## src/common/rv64_defines.svh

```systemverilog
// core width, register count, data memory depth and reset pc macros
`ifndef RV64_DEFINES_SVH
`define RV64_DEFINES_SVH

// data path width
`define XLEN 64

// architectural registers
`define NUM_REGS 32

// data memory depth in doublewords
`define DMEM_WORDS 256

`define RESET_PC 64'h0

`endif

```

## src/common/rv64_pkg.sv

```systemverilog
// word typedefs and control enums shared by the rv64 core
`default_nettype none

`include "rv64_defines.svh"

package rv64_pkg;

  typedef logic [`XLEN-1:0] xlen_t;
  typedef logic [4:0] reg_idx_t;

  // alu selector codes
  typedef enum logic [4:0] {
    alu_add  = 5'b00000,
    alu_sub  = 5'b00001,
    alu_slt  = 5'b00010,
    alu_sltu = 5'b00011,
    alu_xor  = 5'b00100,
    alu_and  = 5'b00101,
    alu_or   = 5'b00110,
    alu_sll  = 5'b00111,
    alu_srl  = 5'b01000,
    alu_sra  = 5'b01001,
    alu_mul  = 5'b01010,
    alu_div  = 5'b01011,
    alu_divu = 5'b01100,
    alu_rem  = 5'b01101,
    alu_remu = 5'b01110,
    alu_copy = 5'b01111
  } alu_op_e;

  // unsigned compares pick alu_sltu with blt/bge
  typedef enum logic [2:0] {
    br_none = 3'b000,
    br_jal  = 3'b001,
    br_jalr = 3'b010,
    br_beq  = 3'b100,
    br_bne  = 3'b101,
    br_blt  = 3'b110,
    br_bge  = 3'b111
  } branch_e;

  // bits [2:1] carry the access size for stores
  typedef enum logic [2:0] {
    mem_lb  = 3'b000,
    mem_lbu = 3'b001,
    mem_lh  = 3'b010,
    mem_lhu = 3'b011,
    mem_lw  = 3'b100,
    mem_lwu = 3'b101,
    mem_ld  = 3'b110
  } mem_op_e;

  typedef enum logic [3:0] {
    ex_normal  = 4'b0000,
    ex_ebreak  = 4'b1110,
    ex_invalid = 4'b1111
  } ex_ctrl_e;

  typedef enum logic {
    a_rs1 = 1'b0,
    a_pc  = 1'b1
  } alu_a_src_e;

  typedef enum logic [1:0] {
    b_rs2  = 2'b00,
    b_imm  = 2'b01,
    b_four = 2'b10
  } alu_b_src_e;

endpackage

`default_nettype wire

```

## src/idu/rv64_idu.sv

```systemverilog
// instruction decoder producing register indices, immediates and control enums
`default_nettype none
`timescale 1ns/100ps

`include "rv64_defines.svh"

module rv64_idu (
  input  logic                 [31:0] i_inst,
  output rv64_pkg::reg_idx_t          o_rd,
  output rv64_pkg::reg_idx_t          o_rs1,
  output rv64_pkg::reg_idx_t          o_rs2,
  output rv64_pkg::xlen_t             o_imm,
  output rv64_pkg::alu_op_e           o_alu_op,
  output rv64_pkg::alu_a_src_e        o_alu_a_src,
  output rv64_pkg::alu_b_src_e        o_alu_b_src,
  output logic                        o_word_cut,
  output rv64_pkg::branch_e           o_branch,
  output rv64_pkg::mem_op_e           o_mem_op,
  output logic                        o_mem_read,
  output logic                        o_mem_write,
  output logic                        o_mem_to_reg,
  output logic                        o_reg_write,
  output rv64_pkg::ex_ctrl_e          o_ex_ctrl
);

  typedef enum logic [6:0] {
    op_lui    = 7'b0110111,
    op_auipc  = 7'b0010111,
    op_jal    = 7'b1101111,
    op_jalr   = 7'b1100111,
    op_branch = 7'b1100011,
    op_load   = 7'b0000011,
    op_store  = 7'b0100011,
    op_imm    = 7'b0010011,
    op_imm32  = 7'b0011011,
    op_reg    = 7'b0110011,
    op_reg32  = 7'b0111011,
    op_system = 7'b1110011
  } opcode_e;

  opcode_e              opcode;
  logic          [2:0]  funct3;
  logic          [6:0]  funct7;
  logic                 is_shift;
  logic                 shamt_bad;
  rv64_pkg::xlen_t      imm_i;
  rv64_pkg::xlen_t      imm_s;
  rv64_pkg::xlen_t      imm_b;
  rv64_pkg::xlen_t      imm_u;
  rv64_pkg::xlen_t      imm_j;

  assign opcode = opcode_e'(i_inst[6:0]);
  assign funct3 = i_inst[14:12];
  assign funct7 = i_inst[31:25];

  assign o_rd  = i_inst[11:7];
  assign o_rs1 = i_inst[19:15];
  assign o_rs2 = i_inst[24:20];

  assign imm_i = {{(`XLEN-12){i_inst[31]}}, i_inst[31:20]};
  assign imm_s = {{(`XLEN-12){i_inst[31]}}, i_inst[31:25], i_inst[11:7]};
  assign imm_b = {{(`XLEN-13){i_inst[31]}}, i_inst[31], i_inst[7], i_inst[30:25],
                  i_inst[11:8], 1'b0};
  assign imm_u = {{(`XLEN-32){i_inst[31]}}, i_inst[31:12], 12'b0};
  assign imm_j = {{(`XLEN-21){i_inst[31]}}, i_inst[31], i_inst[19:12], i_inst[20],
                  i_inst[30:21], 1'b0};

  // immediate shifts only allow bit 30, and word forms keep shamt below 32
  assign is_shift  = (funct3 == 3'b001) || (funct3 == 3'b101);
  assign shamt_bad = (|{i_inst[31], i_inst[29:26]}) || (funct3 == 3'b001 && i_inst[30]) ||
                     (opcode == op_imm32 && i_inst[25]);

  always_comb begin
    o_imm        = imm_i;
    o_alu_op     = rv64_pkg::alu_add;
    o_alu_a_src  = rv64_pkg::a_rs1;
    o_alu_b_src  = rv64_pkg::b_imm;
    o_word_cut   = 1'b0;
    o_branch     = rv64_pkg::br_none;
    o_mem_op     = rv64_pkg::mem_ld;
    o_mem_read   = 1'b0;
    o_mem_write  = 1'b0;
    o_mem_to_reg = 1'b0;
    o_reg_write  = 1'b0;
    o_ex_ctrl    = rv64_pkg::ex_normal;
    case (opcode)
      op_lui: begin
        o_imm       = imm_u;
        o_alu_op    = rv64_pkg::alu_copy;
        o_reg_write = 1'b1;
      end
      op_auipc: begin
        o_imm       = imm_u;
        o_alu_a_src = rv64_pkg::a_pc;
        o_reg_write = 1'b1;
      end
      op_jal: begin
        o_imm       = imm_j;
        o_alu_a_src = rv64_pkg::a_pc;
        o_alu_b_src = rv64_pkg::b_four;
        o_branch    = rv64_pkg::br_jal;
        o_reg_write = 1'b1;
      end
      op_jalr: begin
        o_alu_a_src = rv64_pkg::a_pc;
        o_alu_b_src = rv64_pkg::b_four;
        o_branch    = rv64_pkg::br_jalr;
        o_reg_write = 1'b1;
        if (funct3 != 3'b000) o_ex_ctrl = rv64_pkg::ex_invalid;
      end
      op_branch: begin
        o_imm       = imm_b;
        o_alu_b_src = rv64_pkg::b_rs2;
        o_alu_op    = funct3[1] ? rv64_pkg::alu_sltu : rv64_pkg::alu_slt;
        case (funct3)
          3'b000: o_branch = rv64_pkg::br_beq;
          3'b001: o_branch = rv64_pkg::br_bne;
          3'b100, 3'b110: o_branch = rv64_pkg::br_blt;
          3'b101, 3'b111: o_branch = rv64_pkg::br_bge;
          default: o_ex_ctrl = rv64_pkg::ex_invalid;
        endcase
        // beq/bne only look at the subtract zero flag
        if (!funct3[2]) o_alu_op = rv64_pkg::alu_sub;
      end
      op_load: begin
        o_mem_read   = 1'b1;
        o_mem_to_reg = 1'b1;
        o_reg_write  = 1'b1;
        case (funct3)
          3'b000: o_mem_op = rv64_pkg::mem_lb;
          3'b001: o_mem_op = rv64_pkg::mem_lh;
          3'b010: o_mem_op = rv64_pkg::mem_lw;
          3'b011: o_mem_op = rv64_pkg::mem_ld;
          3'b100: o_mem_op = rv64_pkg::mem_lbu;
          3'b101: o_mem_op = rv64_pkg::mem_lhu;
          3'b110: o_mem_op = rv64_pkg::mem_lwu;
          default: o_ex_ctrl = rv64_pkg::ex_invalid;
        endcase
      end
      op_store: begin
        o_imm       = imm_s;
        o_mem_write = 1'b1;
        case (funct3)
          3'b000: o_mem_op = rv64_pkg::mem_lb;
          3'b001: o_mem_op = rv64_pkg::mem_lh;
          3'b010: o_mem_op = rv64_pkg::mem_lw;
          3'b011: o_mem_op = rv64_pkg::mem_ld;
          default: o_ex_ctrl = rv64_pkg::ex_invalid;
        endcase
      end
      op_imm, op_imm32: begin
        o_reg_write = 1'b1;
        o_word_cut  = (opcode == op_imm32);
        case (funct3)
          3'b000: o_alu_op = rv64_pkg::alu_add;
          3'b001: o_alu_op = rv64_pkg::alu_sll;
          3'b010: o_alu_op = rv64_pkg::alu_slt;
          3'b011: o_alu_op = rv64_pkg::alu_sltu;
          3'b100: o_alu_op = rv64_pkg::alu_xor;
          3'b101: o_alu_op = i_inst[30] ? rv64_pkg::alu_sra : rv64_pkg::alu_srl;
          3'b110: o_alu_op = rv64_pkg::alu_or;
          default: o_alu_op = rv64_pkg::alu_and;
        endcase
        if (is_shift && shamt_bad) o_ex_ctrl = rv64_pkg::ex_invalid;
        if (o_word_cut && !(is_shift || funct3 == 3'b000)) o_ex_ctrl = rv64_pkg::ex_invalid;
      end
      op_reg, op_reg32: begin
        o_alu_b_src = rv64_pkg::b_rs2;
        o_reg_write = 1'b1;
        o_word_cut  = (opcode == op_reg32);
        case ({funct7, funct3})
          10'b0000000_000: o_alu_op = rv64_pkg::alu_add;
          10'b0100000_000: o_alu_op = rv64_pkg::alu_sub;
          10'b0000000_001: o_alu_op = rv64_pkg::alu_sll;
          10'b0000000_010: o_alu_op = rv64_pkg::alu_slt;
          10'b0000000_011: o_alu_op = rv64_pkg::alu_sltu;
          10'b0000000_100: o_alu_op = rv64_pkg::alu_xor;
          10'b0000000_101: o_alu_op = rv64_pkg::alu_srl;
          10'b0100000_101: o_alu_op = rv64_pkg::alu_sra;
          10'b0000000_110: o_alu_op = rv64_pkg::alu_or;
          10'b0000000_111: o_alu_op = rv64_pkg::alu_and;
          10'b0000001_000: o_alu_op = rv64_pkg::alu_mul;
          10'b0000001_100: o_alu_op = rv64_pkg::alu_div;
          10'b0000001_101: o_alu_op = rv64_pkg::alu_divu;
          10'b0000001_110: o_alu_op = rv64_pkg::alu_rem;
          10'b0000001_111: o_alu_op = rv64_pkg::alu_remu;
          // mulh family is not supported
          default: o_ex_ctrl = rv64_pkg::ex_invalid;
        endcase
        if (o_word_cut && o_alu_op inside {rv64_pkg::alu_slt, rv64_pkg::alu_sltu,
            rv64_pkg::alu_xor, rv64_pkg::alu_or, rv64_pkg::alu_and}) begin
          o_ex_ctrl = rv64_pkg::ex_invalid;
        end
      end
      op_system: begin
        if (i_inst == 32'h0010_0073) o_ex_ctrl = rv64_pkg::ex_ebreak;
        else o_ex_ctrl = rv64_pkg::ex_invalid;
      end
      default: o_ex_ctrl = rv64_pkg::ex_invalid;
    endcase
    // nothing retires state for ebreak or a bad encoding
    if (o_ex_ctrl != rv64_pkg::ex_normal) begin
      o_reg_write  = 1'b0;
      o_mem_write  = 1'b0;
      o_mem_read   = 1'b0;
      o_mem_to_reg = 1'b0;
    end
  end

endmodule

`default_nettype wire

```

## config.mk

```make
export PLATFORM = sky130hd
export DESIGN_NAME = rv64_idu
export DESIGN_NICKNAME = d
export VERILOG_FILES = /design/src/common/rv64_pkg.sv /design/src/idu/rv64_idu.sv
export VERILOG_INCLUDE_DIRS = /design/src /design/src/common
export SDC_FILE = /design/constraint.sdc
export NUM_CORES = 1
export LEC_CHECK = 0
export BUFFER_PORTS_ARGS = -buffer_cell sky130_fd_sc_hd__buf_4
export CORE_ASPECT_RATIO = 0.7
export CORE_MARGIN = 5
export CORE_UTILIZATION = 39
export DETAILED_ROUTE_END_ITERATION = 8
export PLACE_DENSITY = 0.85
export SYNTH_ARGS = -nofsm -noshare
export SYNTH_HDL_FRONTEND = slang
export SYNTH_SLANG_ARGS = --single-unit
```

## constraint.sdc

```tcl
create_clock -name vclk -period 2.43
set_clock_uncertainty 0.1 [all_clocks]
set_input_delay 0.3645 -clock vclk [all_inputs]
set_output_delay 0.3645 -clock vclk [all_outputs]
set_load 0.005 [all_outputs]
```

==> flow_summary.yaml <==
timing:
  setup_viol: 5
  slew_viol_final: 0
  finalWorstSetupSlack_ns: -0.1205
  post-route-period-util_pct: 105.0
  timing.fmax_mhz: 392.1
  final.min_clock_period_ns: 2.551
  grt_setup_unrepaired: "true"
  final_hold_viol_count: 0
  setup_tns_ns: -0.5116
floorplan:
  die_area_mm2: 0.004982
  io_pins: 134
  placementRows: 18
  die_x_um: 82.25
  core_area_mm2: 0.003513
  initial_core_util_pct: 40.56
  die_h_um: 60.58
synthesis:
  synthXorXnorAreaFrac_pct: 0.6146
  synth-simple-area-share_pct: 36.17
  synth_mux_area_share_pct: 0.7024
  synth_cells: 237
  synth_fa_ha_area_share_pct: 0.7024
  yosysSeqAreaShare_pct: 0
  syn_area_mm2: 0.001425
  post_synth_num_cell_types: 47
  synth_top_family_by_area: "simple AND/OR/NAND/NOR gates"
  yosysWarnings: 0
  synth_compound_area_share_pct: 27.39
  synth_nets: 269
  syn_area_per_cell_um2: 6.013
final_layout:
  seq_cell_count: 0
  fin_nets: 357
  diodes: 0
  syn_to_final_growth_pct: 54.52
  fin_cells: 373
  seq_area_um2: 0
  nClkBuffers: 0
  drive_gt1_share_pct: 49.54
  layout.cells.most_common: "buf_4"
  layout_common_cells: "buf_4, nand2_1, o21ai_0, a21o_1, a21oi_1"
routing:
  vias: 1965
  drtPass1Iterations: 4
  ant_nets: 0
  routedWlPerCell_um: 15.94
  drc: 0
  drt_first_iter_violations: 115
  wl_mm: 5.945
  via_per_inst: 5.268
power:
  power_leakage_nw: 1.144
  max-vdd-ir-drop_v: 0.00007692
  power_density_mw_per_mm2: 152.1
setup_path:
  critPathKind: "input port to primary output"
  required_ns: 1.97
  cp_num_buf_inv: 2
  crit_path_end_kind: "primary output"
  cp_top_family: "simple AND/OR/NAND/NOR gates"
  cp.arrival_ns: 2.09
  cp_slowest_cell: "or4_4"
  crit_path_start_kind: "input port"
  cpPeakStageDelay_ns: 0.55
  cp_cell_sequence: "buf_6, or4_4, a211oi_2, o32a_1, nor3_2, nor4_2, nand2_1, buf_4"
  cp_max_fo: 3
global_route:
  grt_max_degree: 35
  grt_overflow: 0
  grt_pass1_wl_mm: 8.707
  grtUsageTotal_pct: 21.52
  antenna_found_initial: 0
  grt_pass1_vias: 1760
clock_network:
  hold_buffers: 0
place:
  hpwl_mm: 4.820
  port_buffers: 133
  gp_congestion: 0.9957
  dpl.cell_count: 373
hold_path:
  hold_path_class: "input port to primary output"
outcome:
  violations: "setup timing"
  outcome: "complete, but fails checks"
job:
  maxCapViolCount: 0
what timing repair did:
item / 4_1_cts / 5_1_grt
pin swaps: 3 / 3
buffers inserted: 0 / 0
setup endpoints to repair: 6 / 7
gates cloned: 0 / 0
gates resized for setup: 5 / 0
per-layer routing:
metal	vias to the layer above	GRT usage [%]	wire (um)
met4	0	1.896	39
li1	957	-	-
met5	-	0	0
met3	4	3.412	678
met1	895	27.96	2367
met2	109	39.04	2860
synthesized netlist by cell type (2+ instances only):
master / count / area share [%]
a211o_1: 2 / 1.2
a211oi_1: 3 / 1.6
a21o_1: 11 / 5.8
a21oi_1: 9 / 3.2
a31oi_1: 3 / 1.3
a32oi_1: 2 / 1.2
and2_1: 8 / 3.5
buf_1: 2 / 0.53
buf_2: 5 / 1.8
buf_4: 52 / 27
clkbuf_1: 7 / 1.8
inv_1: 7 / 1.8
nand2_1: 44 / 12
nand2b_1: 6 / 2.6
nand3_1: 8 / 2.8
nor2_1: 8 / 2.1
nor2b_1: 2 / 0.88
nor3_1: 5 / 1.8
nor4_1: 6 / 2.6
nor4b_1: 2 / 1.2
o21ai_0: 14 / 4.9
o22ai_1: 4 / 1.8
o31ai_1: 3 / 1.6
through the flow:
step | utilization (%) | setup slack, ns | total power [mW] | hold WS, ns | area (um2)
2_1_floorplan | - | 0.1457 | 0.1736 | 0.7098 | 1425
3_3_place_gp | 62.11 | -0.1371 | 0.3244 | 0.8164 | 2182
3_5_place_dp | 62.11 | -0.2041 | 0.3306 | 0.8189 | 2182
4_1_cts | 62.68 | -0.1756 | 0.3345 | 0.8191 | 2202
5_1_grt | 62.68 | -0.1911 | 0.3617 | 0.8249 | 2202
6_report | 62.68 | -0.1205 | 0.3350 | 0.8172 | 2202
kinds of logic (layout without fill, tap and decap cells):
group / after synthesis / in the layout
AND/OR/NAND/NOR: 100 / 100
other: 1 / 1
buffers and inverters: 74 / 160
XOR/XNOR: 1 / 1
adder cells (fa/ha/maj): 1 / 1
multiplexers: 1 / 1
AO/OA/AOI/OAI: 59 / 59
worst paths after layout:
path       start      endpoint  slack [ns]  cells after the start
max   i_inst[31]  o_ex_ctrl[3]       -0.12                      8
min    i_inst[9]       o_rd[2]        0.82                      2
final cells by class:
class | count | area [um2]
fill | 340 | 1311
inverter | 7 | 26.28
multi-input combinational | 163 | 953.4
tap | 50 | 62.56
timing repair buffer | 153 | 1160
power by group:
| part | switching [mW] | internal [mW] | total [mW] | leakage, nW |
|---|---|---|---|---|
| Sequential | 0 | 0 | 0 | 0 |
| Combinational | 0.158 | 0.177 | 0.335 | 1.14 |
| Clock | 0 | 0 | 0 | 0 |
| Total | 0.158 | 0.177 | 0.335 | 1.14 |
Note: power is estimated with default switching activity, not from simulation.
